===== src/hw/sya_settings.svh =====
/*
 * Systolic engine build settings
 * Grid dimension, operand and accumulator widths,
 * buffer address and counter widths, flush length
 */
`ifndef SYA_SETTINGS_SVH
`define SYA_SETTINGS_SVH

// Grid is SYA_DIM x SYA_DIM processing elements
`define SYA_DIM        4

// Operand widths
`define SYA_ACT_W      8
`define SYA_WGT_W      8

// Product width plus 8 bits of channel growth
`define SYA_PSUM_W     24

// Global buffer address and loop counters
`define SYA_ADDR_W     16
`define SYA_CNT_W      8

// Cycles after the last read until every cell has its last product
`define SYA_FLUSH_CYC  (3 * `SYA_DIM)

`endif


===== src/hw/sya_pkg.sv =====
/*
 * Systolic engine shared types
 * Scalar and vector data types, configuration word,
 * output write bundle and run state encoding
 */
`include "sya_settings.svh"

package sya_pkg;

    // Scalar types
    typedef logic signed [`SYA_ACT_W-1:0]  act_t;
    typedef logic signed [`SYA_WGT_W-1:0]  wgt_t;
    typedef logic signed [`SYA_PSUM_W-1:0] psum_t;
    typedef logic [`SYA_ADDR_W-1:0]        addr_t;
    typedef logic [`SYA_CNT_W-1:0]         cnt_t;

    // One operand per grid row / column
    typedef act_t [`SYA_DIM-1:0] act_vec_t;
    typedef wgt_t [`SYA_DIM-1:0] wgt_vec_t;

    // Accumulators indexed [row][col]
    typedef psum_t [`SYA_DIM-1:0][`SYA_DIM-1:0] psum_mat_t;

    // Configuration word, MSB first
    typedef struct packed {
        addr_t      act_base;
        addr_t      wgt_base;
        addr_t      ofm_base;
        cnt_t       chn;
        cnt_t       num_grp;
        logic [3:0] shift;
        act_t       zp;
    } sya_cfg_t;

    // One requantized output row
    typedef struct packed {
        addr_t    addr;
        act_vec_t data;
    } ofm_wr_t;

    typedef enum logic [1:0] {
        IDLE,
        FEED,
        FLUSH,
        DRAIN
    } sya_state_e;

endpackage


===== src/hw/sya_addr_gen.sv =====
/*
 * Global buffer read address generation
 * Activation address with group offset, shared weight address,
 * registered read strobe
 */
module sya_addr_gen
    import sya_pkg::*;
(
    input  logic       clk,
    input  logic       rst_n,
    input  sya_state_e state,
    input  sya_cfg_t   cfg_q,
    input  cnt_t       k,
    input  cnt_t       g,
    output logic       rd_req,
    output addr_t      act_rd_addr,
    output addr_t      wgt_rd_addr
);
    addr_t grp_off;
    addr_t k_off;

    // Each group reads its own chn activation vectors
    assign grp_off = addr_t'(g) * addr_t'(cfg_q.chn);
    assign k_off   = addr_t'(k);

    always_ff @(posedge clk or negedge rst_n) begin
        if (!rst_n) begin
            rd_req      <= 1'b0;
            act_rd_addr <= '0;
            wgt_rd_addr <= '0;
        end else if (state == FEED) begin
            rd_req      <= 1'b1;
            act_rd_addr <= cfg_q.act_base + grp_off + k_off;
            // Weights are reused by every group
            wgt_rd_addr <= cfg_q.wgt_base + k_off;
        end else begin
            rd_req      <= 1'b0;
            act_rd_addr <= '0;
            wgt_rd_addr <= '0;
        end
    end

endmodule


===== config.mk =====
export PLATFORM = sky130hd
export DESIGN_NAME = sya_addr_gen
export DESIGN_NICKNAME = d
export VERILOG_FILES = /design/src/hw/sya_pkg.sv /design/src/hw/sya_addr_gen.sv
export VERILOG_INCLUDE_DIRS = /design/src /design/src/hw
export SDC_FILE = /design/constraint.sdc
export NUM_CORES = 1
export LEC_CHECK = 0
export BUFFER_PORTS_ARGS = -buffer_cell sky130_fd_sc_hd__buf_2
export CAP_MARGIN = 20
export CORE_UTILIZATION = 58
export CTS_CLUSTER_DIAMETER = 200
export DETAILED_ROUTE_END_ITERATION = 8
export PLACE_DENSITY = 0.9
export REMOVE_ABC_BUFFERS = 1
export SYNTH_ARGS = -nofsm -noshare
export SYNTH_HDL_FRONTEND = slang
export SYNTH_SLANG_ARGS = --single-unit
export TNS_END_PERCENT = 100

===== constraint.sdc =====
create_clock -name clk -period 0.9 [get_ports clk]
set_input_delay 0.09 -clock clk [delete_from_list [all_inputs] [get_ports clk]]
set_output_delay 0.09 -clock clk [all_outputs]
set_load 0.01 [all_outputs]

==> results_dict.tcl, run 1 <==
set metrics [dict create \
    yosysWarnings 0 \
    worst_endpoint "act_rd_addr[14]$_DFF_PN0_/D" \
    postPlaceCellArea_um2 5690 \
    seq_area_frac_synth_pct 18.4 \
    grt_use_total_pct 101 \
    synth_flop_cell "dfrtp_1" \
    clock_sinks 33 \
    cts_made_buffers 5 \
    worstEndpointType "register data pin" \
    gp_congestion 0.930 \
    synth_cell_types 51 \
    syn-mean-instance-area_um2 9.40 \
    synth-seq-cells 33 \
    place.port_buffers 92 \
    overflow 709 \
    die-height_um 89.9 \
    synthCells 477 \
    grt_max_degree 34 \
    synth_edf_count 0 \
    ioPinCount 129 \
    synthArstFlopShare_pct 100 \
    stop_stage "global routing" \
    die_x_um 89.9 \
    fp-row-count 31 \
    cts-root-buf "clkbuf_8" \
    cts_buffer_depth 2 \
    error "[ERROR GRT-0232] Routing congestion too high. Check the congestion heatmap in the GUI." \
    start_util_pct 60.8 \
    hpwlAfterDp_um 9830 \
    synth_area_um2 4480 \
    status "aborted with a tool error" \
    cts_max_level 2 \
]
[routing by layer]
metal / track usage, % / GRT overflow
met1: 93.0 / 1
met5: 24.4 / 0
met4: 114 / 188
met2: 130 / 518
met3: 74.4 / 2
[repair_timing]
item,in CTS
gates cloned,0
endpoints found under the setup margin,32
pin swaps,84
hold buffers,1
endpoints found under the hold margin,33
buffers inserted,12
gates resized for setup,148
[cell families after synthesis]
family	Yosys count	share of synthesized area (%)
fa+ha+maj	111	40.3
simple gates	142	16.4
compound gates	79	12.8
flops	33	18.4
mux	5	1.12
buf+inv	94	8.01
xor+xnor	13	2.85
[metrics by stage]
stage	hold slack, ps	std cells	util [%]	setup TNS, ps	worst slack [ps]
floorplan	-206	469	-	-47450	-3220
global placement	54.8	746	77.2	-55260	-3430
detailed placement	58.3	746	77.2	-58050	-3530
CTS	46.2	767	90.2	-44260	-2970
[cell usage after synthesis, types with 2 or more instances]
| library cell | n | area, um2 |
|---|---|---|
| inv_1 | 85 | 319 |
| fa_1 | 56 | 1120 |
| ha_1 | 55 | 688 |
| nand2_1 | 48 | 180 |
| and2_1 | 38 | 238 |
| dfrtp_1 | 33 | 826 |
| a21oi_1 | 21 | 105 |
| nor2_1 | 19 | 71.3 |
| xnor2_1 | 9 | 78.8 |
| a211oi_1 | 8 | 60.1 |
| nand2b_1 | 8 | 50.1 |
| o21a_1 | 7 | 52.6 |
| o21ai_0 | 7 | 35.0 |
| nand3_1 | 6 | 30.0 |
| a21o_1 | 5 | 37.5 |
| buf_2 | 5 | 25.0 |
| mux2i_1 | 5 | 50.1 |
| nor2b_1 | 5 | 31.3 |
| and3_1 | 4 | 25.0 |
| nor3_1 | 4 | 20.0 |
| a211o_1 | 3 | 26.3 |
| a31oi_1 | 3 | 18.8 |
| clkbuf_1 | 3 | 11.3 |
| o21ai_1 | 3 | 15.0 |
| o31ai_1 | 3 | 22.5 |
| xor2_1 | 3 | 26.3 |
| nand4_1 | 2 | 12.5 |
| o211ai_1 | 2 | 15.0 |
| o211ai_2 | 2 | 25.0 |
| o21bai_1 | 2 | 15.0 |
| o41ai_1 | 2 | 17.5 |
| or3_1 | 2 | 12.5 |
==> inputs of run 2 (changes only) <==
CORE_UTILIZATION = 40   (was 58)
CTS_CLUSTER_DIAMETER = unset   (was 200)
PLACE_DENSITY = unset   (was 0.9)
PLACE_DENSITY_LB_ADDON = 0.15   (was unset)
==> run 2 against run 1 <==
  * The flow now finishes, with violations (setup timing)
  * Area after synthesis stayed put
  * Synthesized cell count stayed put
==> results_dict.tcl, run 2 <==
set metrics [dict create \
    status "finished, violations left" \
    violations "setup timing" \
    synth_edf_count 0 \
    gp_congestion 0.850 \
    synth_area_leaders "fa_1 (25%), dfrtp_1 (18%), ha_1 (15%)" \
    setup_viol 33 \
    grt_pass1_vias 4059 \
    tightest_slew_ps 441 \
    vias_per_cell 4.96 \
    cts_buffer_depth 2 \
    core_um2 10900 \
    antenna_found_initial 0 \
    most-common-layout-cells "inv_1 (75), buf_4 (75), buf_2 (68), fa_1 (51), buf_6 (42)" \
    layout-drive-gt1-share_pct 48.1 \
    crit_path_start "g[3]" \
    hpwlAfterDp_um 9040 \
    seq_area_frac_synth_pct 18.4 \
    synth_compound_area_share_pct 12.8 \
    ant_nets 0 \
    synth_top_cell_by_area "fa_1" \
    place_ws_ps -3480 \
    startpoint_type "primary input" \
    yosysMostFrequentCell "inv_1" \
    synthArstFlopShare_pct 100 \
    worstHoldEndpoint "wgt_rd_addr[15]$_DFF_PN0_" \
    vias 4035 \
    final_nets 879 \
    intPower_uw 11500 \
    holdPathStages 3 \
    p_sw_uw 8540 \
    synth_top_cell_area_share_pct 25.0 \
    drt_wl_total_um 11700 \
    avgRoutedWirePerCell_um 14.4 \
    cts_tree "done" \
    met3_length_um 379 \
    clk_pin_slew_ps 70 \
    synthCells 477 \
    pwr-share-comb_pct 83.8 \
    hold_viol 0 \
    die_area_um2 11600 \
    clock_sinks 33 \
    synth_flop_cell "dfrtp_1" \
    grt_use_total_pct 20.4 \
    area_growth_pct 57.3 \
    power_density_nw_per_um2 2840 \
    worst-setup-path-type "primary input to flip-flop" \
    hp-class "primary input to flip-flop" \
    cts_max_level 2 \
    grt_max_degree 34 \
    synth_area_um2 4480 \
    synth_common_cells "inv_1 (85), fa_1 (56), ha_1 (55), nand2_1 (48), and2_1 (38)" \
    seqPwrFrac_pct 9.0 \
    p_leak_uw 0.00350 \
    drt_iter0_drc 155 \
    start_util_pct 41.2 \
    yosys.area_share.simple_pct 16.4 \
    wl_met1_um 5130 \
    rsz0062_at_grt "yes" \
    irDropWorstVdd_mv 2.07 \
    end_kind "flip-flop" \
    worst_slack_ps -2960 \
    yosysWarnings 0 \
    muxShareOfSynthArea_pct 1.12 \
    timing.max_cap.violations 0 \
    min_period_over_period_pct 428 \
    wl_met2_um 6050 \
    cp.required_ps 1060 \
    synthXorXnorAreaFrac_pct 2.85 \
    cts_made_buffers 5 \
    diodes 0 \
    cts-root-buf "clkbuf_8" \
    fp-row-count 38 \
    die_x_um 108 \
    hp-start "cfg_q[59]" \
    syn-mean-instance-area_um2 9.40 \
    synth_cell_types 51 \
    overflow 0 \
    fmax_mhz 259 \
    worstPathArrival_ps 4020 \
    ioPinCount 129 \
    finalSetupTns_ps -42590 \
    finalCriticalPeriod_ps 3860 \
    top_regs "act_rd_addr x16, wgt_rd_addr x16, rd_req x1" \
    synth-seq-cells 33 \
    p_clk_share_pct 7.2 \
    slew_viol_final 0 \
    synthAdderAreaFrac_pct 40.3 \
    drt_first_pass_iters 4 \
    top_layer "met4" \
    place.port_buffers 92 \
    synth_top_family_by_area "adder cells" \
    die-height_um 108 \
    sw_frac_of_total_pct 42.6 \
    drcViolationCount 0 \
    grt_pass1_wl_um 18800 \
    crit_fanout 5 \
    relSlewSlack_pct 70.6 \
]
run 2: cell counts after synthesis:
Identical to the previous run, type by type.
run 2: repair_timing:
| action | in CTS | in global routing |
|---|---|---|
| pin swaps | 82 | 58 |
| resized for setup | 156 | 63 |
| hold buffers | 1 | 0 |
| hold endpoints to repair | 33 | 0 |
| endpoints found under the setup margin | 34 | 46 |
| setup buffers | 17 | 10 |
run 2: worst max path at each step:
stage,to,slack (ps)
after floorplan,act_rd_addr[14]$_DFF_PN0_,-3220
after global placement,act_rd_addr[14]$_DFF_PN0_,-3450
after detailed placement,act_rd_addr[14]$_DFF_PN0_,-3480
after CTS,act_rd_addr[15]$_DFF_PN0_,-2950
after global routing,act_rd_addr[14]$_DFF_PN0_,-3080
final,act_rd_addr[15]$_DFF_PN0_,-2960
run 2: kinds of logic after synthesis:
group,count (synthesis)
compound gates,79
xor+xnor,13
simple gates,142
flops,33
buf+inv,94
mux,5
fa+ha+maj,111
run 2: cell type report:
type,instances,area [um2]
well taps,140,175
inverters,86,325
flip-flops and latches,33,826
clock buffers,7,86.3
fillers,858,3830
multi-input cells,350,4060
clock inverters,1,30.0
repair buffers,196,1550
run 2: per-layer routing:
layer / up-vias / global-route usage [%]
met5: - / 0
met4: 0 / 3.52
met3: 14 / 1.51
met2: 83 / 35.9
met1: 2004 / 27.6
li1: 1934 / -
run 2: critical path, cell delays in order:
cell      delay (ps)
buf_8            110
and2_4           150
fa_2             380
fa_1             540
inv_1             50
fa_1             490
inv_1             50
fa_1             470
inv_1             50
fa_1             490
inv_2             50
ha_4             160
buf_6            120
o211ai_1         310
a211oi_2          90
o31ai_1          290
o41ai_2          120
run 2: metrics by stage:
step                std cells  area, um2  utilization [%]  hold WS, ps  power, uW
floorplan                 469       4450                -         -206       9170
global placement          787       5740             52.7         58.5      13400
detailed placement        787       5740             52.7         77.7      13500
CTS                       810       6750             62.0         49.3      18700
global route              813       7050             64.8         54.1      21800
finish                    813       7050             64.8         47.9      20100
run 2: power groups by stage:
stage               Sequential [uW]  Combinational [uW]  Clock (uW)
floorplan                      1930                7240           0
global placement               1820               11600           0
detailed placement             1810               11700           0
CTS                            1790               15400        1470
global route                   1820               18500        1540
finish                         1810               16800        1450
(Power assumes the default switching activity.)
==> inputs of run 3 (changes only) <==
BUFFER_PORTS_ARGS = unset   (was -buffer_cell sky130_fd_sc_hd__buf_2)
CTS_CLUSTER_DIAMETER = 40   (was unset)
DONT_BUFFER_PORTS = 1   (was unset)
==> run 3 against run 2 <==
  * The run still ends with setup timing left
  * Power is 9.0% lower
  * Highest routed layer unchanged
  * Design area is 12% lower
  * First-iteration DRC count is 41% lower
  * Worst setup slack better by 150 ps
  * Hold slack worse by 6.4 ps
  * Maximum frequency is 4.0% higher
  * Die area stayed put
  * Final cell count is 15% lower
  * Count of clock-buffer cells in the layout stayed put
==> results_dict.tcl, run 3 (synthesis gave the netlist of run 2 again) <==
set metrics [dict create \
    whs_ps 41.5 \
    p_leak_uw 0.00287 \
    cpPeakStageDelay_ps 520 \
    overflow 0 \
    antenna_found_initial 0 \
    worst_slack_ps -2810 \
    clk_pin_slew_ps 70 \
    die-height_um 108 \
    wl_met2_um 5540 \
    met3_length_um 442 \
    cts-root-buf "clkbuf_8" \
    final_nets 761 \
    finalCriticalPeriod_ps 3710 \
    startpoint_type "primary input" \
    diodes 0 \
    end_kind "flip-flop" \
    grt_pass1_vias 3634 \
    hp-class "primary input to flip-flop" \
    min_period_over_period_pct 412 \
    drt_iter0_drc 92 \
    cts_made_buffers 5 \
    avgRoutedWirePerCell_um 15.7 \
    worstPathArrival_ps 3870 \
    drcViolationCount 0 \
    crit_family "adder cells" \
    vias 3586 \
    critical_path.slowest_cell "fa_1" \
    tightest_slew_ps 407 \
    layout.cells.non_filler 695 \
    cp.required_ps 1060 \
    violations "setup timing" \
    cp_common_cell "fa_1" \
    top_layer "met4" \
    relSlewSlack_pct 72.7 \
    slew_viol_final 0 \
    grt_pass1_wl_um 17400 \
    grt_max_degree 34 \
    rsz0062_at_grt "yes" \
    vias_per_cell 5.16 \
    drt_first_pass_iters 4 \
    cts_max_level 2 \
    path_depth 16 \
    worst-path-buf-inv 5 \
    worst-setup-path-type "primary input to flip-flop" \
    setup_viol 27 \
    core_um2 10900 \
    status "finished, violations left" \
    irDropWorstVdd_mv 1.98 \
    crit_fanout 3 \
    clock_sinks 33 \
    drt_wl_total_um 10900 \
    die_x_um 108 \
    gp_congestion 0.827 \
    ant_nets 0 \
    timing.max_cap.violations 0 \
    holdPathStages 2 \
    layout-drive-gt1-share_pct 34.4 \
    place.port_buffers 0 \
    fp-row-count 38 \
    grt_use_total_pct 19.1 \
    cts_tree "done" \
    fin_total_pwr_uw 18200 \
    fmax_mhz 270 \
    wl_met1_um 4690 \
    layout_commonest_cell "inv_1" \
    dp_cells 669 \
    power_density_nw_per_um2 2940 \
    ioPinCount 129 \
    path_cells "inv_8, fa_1, inv_1, fa_1, fa_1, fa_1, inv_1, fa_1, inv_2, ha_4, and3_4, o211ai_1, a21o_1, buf_4, nand3_1, nand3_1" \
    area_growth_pct 38.4 \
    hpwlAfterDp_um 8560 \
    start_util_pct 41.2 \
    hold_viol 0 \
    top_regs "act_rd_addr x16, wgt_rd_addr x16, rd_req x1" \
    most-common-layout-cells "inv_1 (72), fa_1 (53), buf_4 (50), nand2_1 (35)" \
    die_area_um2 11600 \
    cts_buffer_depth 2 \
]
==> run 3: routing by layer <==
metal  track usage [%]  vias to the layer above
li1                  -                     1698
met1              25.3                     1785
met2              32.2                       85
met3              2.97                       18
met4              5.09                        0
met5                 0                        -
==> run 3: per-stage QoR <==
step | TNS, ps | utilization, % | instance area (um2) | setup WS (ps)
2_1_floorplan | -47450 | - | 4450 | -3220
3_5_place_dp | -50180 | 46.8 | 5100 | -3330
6_report | -37400 | 57.0 | 6200 | -2810
5_1_grt | -39330 | 57.0 | 6200 | -2910
4_1_cts | -36830 | 54.6 | 5940 | -2840
3_3_place_gp | -49700 | 46.8 | 5100 | -3360
==> run 3: path summary, 6_finish.rpt <==
kind / startpoint / endpoint
setup / recovery: cfg_q[67] / act_rd_addr[13]$_DFF_PN0_
hold / removal: k[0] / wgt_rd_addr[0]$_DFF_PN0_
max in group asynchronous: rst_n / act_rd_addr[9]$_DFF_PN0_
min in group asynchronous: rst_n / wgt_rd_addr[8]$_DFF_PN0_
==> run 3: cell type report <==
class | count | area, um2
well taps | 140 | 175
inverters | 86 | 338
flip-flops and latches | 33 | 826
clock inverters | 1 | 30.0
fillers | 898 | 4680
multi-input cells | 350 | 4040
repair buffers | 78 | 714
clock buffers | 7 | 86.3
==> run 3: power breakdown <==
part           total, uW  internal [uW]  switching [uW]
Sequential          1950           1730             227
Combinational      14800           7770            7050
Clock               1460            903             561
==> run 3: what timing repair did <==
action / 4_1_cts / 5_1_grt
hold endpoints to repair: 41 / 0
pin swaps: 80 / 47
setup buffers: 5 / 4
endpoints found under the setup margin: 27 / 27
resized for setup: 109 / 49
hold buffers: 10 / 0
==> inputs of run 4 (changes only) <==
SETUP_SLACK_MARGIN = 0.4   (was unset)
==> run 4 against run 3 <==
  * The run ends with hold timing, setup timing left
  * Flip-flop and latch count unchanged
  * Routed wire length shrank 0.13%
  * Critical endpoint unchanged
  * Sequential power is essentially flat
  * Maximum frequency about the same
  * Largest power group unchanged
==> results_dict.tcl, run 4 (synthesis gave the netlist of run 2 again) <==
set metrics [dict create \
    status "finished, violations left" \
    multi_input_area_um2 4080 \
    cts_buffer_depth 2 \
    pwr-share-comb_pct 81.1 \
    fmax_mhz 270 \
    irDropWorstVdd_mv 1.95 \
    p_sw_uw 7810 \
    n_fill_cell 907 \
    fp-row-count 38 \
    rsz0062_at_grt "yes" \
    most-common-layout-cells "inv_1 (72), fa_1 (53), buf_4 (49), nand2_1 (35), dfrtp_1 (33)" \
    p_leak_uw 0.00285 \
    final_util_pct 56.5 \
    grt_pass1_vias 3608 \
    final_design_area_no_fill_um2 6150 \
    clock_sinks 33 \
    fin_total_pwr_uw 18100 \
    whs_ps -510 \
    vias_per_cell 5.16 \
    slew_viol_final 0 \
    seqPwrFrac_pct 10.8 \
    path_cells "inv_8, fa_1, inv_1, fa_1, fa_1, fa_1, inv_1, fa_1, inv_2, ha_4, and3_4, o211ai_1, a21o_1, a211o_1, nand3_2" \
    overflow 0 \
    core_um2 10900 \
    finalCriticalPeriod_ps 3700 \
    grt_max_degree 34 \
    worst-setup-path-type "primary input to flip-flop" \
    avgRoutedWirePerCell_um 15.9 \
    grt_use_total_pct 19.2 \
    layout.cells.non_filler 685 \
    postPlaceCellArea_um2 5100 \
    crit_family "adder cells" \
    dp_cells 669 \
    drcViolationCount 0 \
    die-height_um 108 \
    tightest_slew_ps 405 \
    worst_slack_ps -2800 \
    intPower_uw 10300 \
    gp_congestion 0.827 \
    die_area_um2 11600 \
    drt_first_pass_iters 4 \
    timing.max_cap.violations 0 \
    final_nets 751 \
    layout-drive-gt1-share_pct 36.5 \
    startpoint_type "primary input" \
    p_clk_share_pct 8.1 \
    area_growth_pct 37.1 \
    hold_viol 41 \
    min_period_over_period_pct 412 \
    ant_nets 0 \
    cpPeakStageDelay_ps 520 \
    top_regs "act_rd_addr x16, wgt_rd_addr x16, rd_req x1" \
    diodes 0 \
    drt_wl_total_um 10900 \
    power_density_nw_per_um2 2950 \
    cp_common_cell "fa_1" \
    grt_pass1_wl_um 17500 \
    place.port_buffers 0 \
    hpwlAfterDp_um 8560 \
    worstPathArrival_ps 3930 \
    critical_path.slowest_cell "fa_1" \
    end_kind "flip-flop" \
    cts_made_buffers 5 \
    setup_viol 27 \
    clk_pin_slew_ps 70 \
    drt_iter0_drc 84 \
    sw_frac_of_total_pct 43.1 \
    cts_max_level 2 \
    vias 3532 \
    die_x_um 108 \
    cts_tree "done" \
    violations "hold timing, setup timing" \
    cp.required_ps 1120 \
    relSlewSlack_pct 72.8 \
    register_area_um2 826 \
    hp-class "primary input to async pin" \
    ioPinCount 129 \
    crit_fanout 3 \
    worst-path-buf-inv 4 \
    layout_commonest_cell "inv_1" \
    finalSetupTns_ps -37140 \
    cts-root-buf "clkbuf_8" \
    antenna_found_initial 0 \
    start_util_pct 41.2 \
]
## run 4: cell count changes in the layout (fill, tap and decap cells not counted), moves of 2 or more
cell,change
dlygate4sd3_1,-9
nand3_2,+2
nand3_1,-2
ha_4,+2
and2_1,-3
and2_4,+3
ha_1,-2
## run 4: power by group through the flow
stage	registers (uW)	clock network, uW	logic, uW
2_1_floorplan	1930	0	7240
3_3_place_gp	1990	0	11200
3_5_place_dp	1990	0	11300
4_1_cts	1960	1500	14100
5_1_grt	1980	1580	16300
6_report	1960	1470	14700
## run 4: layout make-up
cell class	instances	share of cell area, %
clock buffer	7	1.40
clock inverter	1	0.488
inverter	86	5.54
multi-input combinational	350	66.4
sequential	33	13.4
tap	140	2.85
timing repair buffer	68	9.89
## run 4: what timing repair did
item | 4_1_cts | 5_1_grt
gates cloned | 0 | 0
pin swaps | 83 | 56
gates resized for setup | 117 | 51
hold endpoints to repair | 41 | 41
buffers inserted | 5 | 3
endpoints found under the setup margin | 65 | 64
## run 4: per-stage QoR
stage | hold WS (ps) | setup slack, ps
floorplan | -206 | -3220
global placement | -205 | -3360
detailed placement | -205 | -3330
CTS | -518 | -2840
global route | -527 | -2890
finish | -510 | -2800
## run 4: final timing paths
check	slack, ps	endpoint	depth (start not counted)	start
max	-2800	act_rd_addr[13]$_DFF_PN0_	15	cfg_q[67]
min	-510	wgt_rd_addr[12]$_DFF_PN0_	0	rst_n
max in group asynchronous	1320	wgt_rd_addr[5]$_DFF_PN0_	0	rst_n
min in group clk	-70	wgt_rd_addr[9]$_DFF_PN0_	2	cfg_q[53]
## run 4: metal layers
metal,track usage [%],vias up,share of wire [%]
li1,-,1681,-
met1,25.4,1751,42
met2,32.4,77,51
met3,2.85,23,3.8
met4,5.68,0,2.4
met5,0,-,0
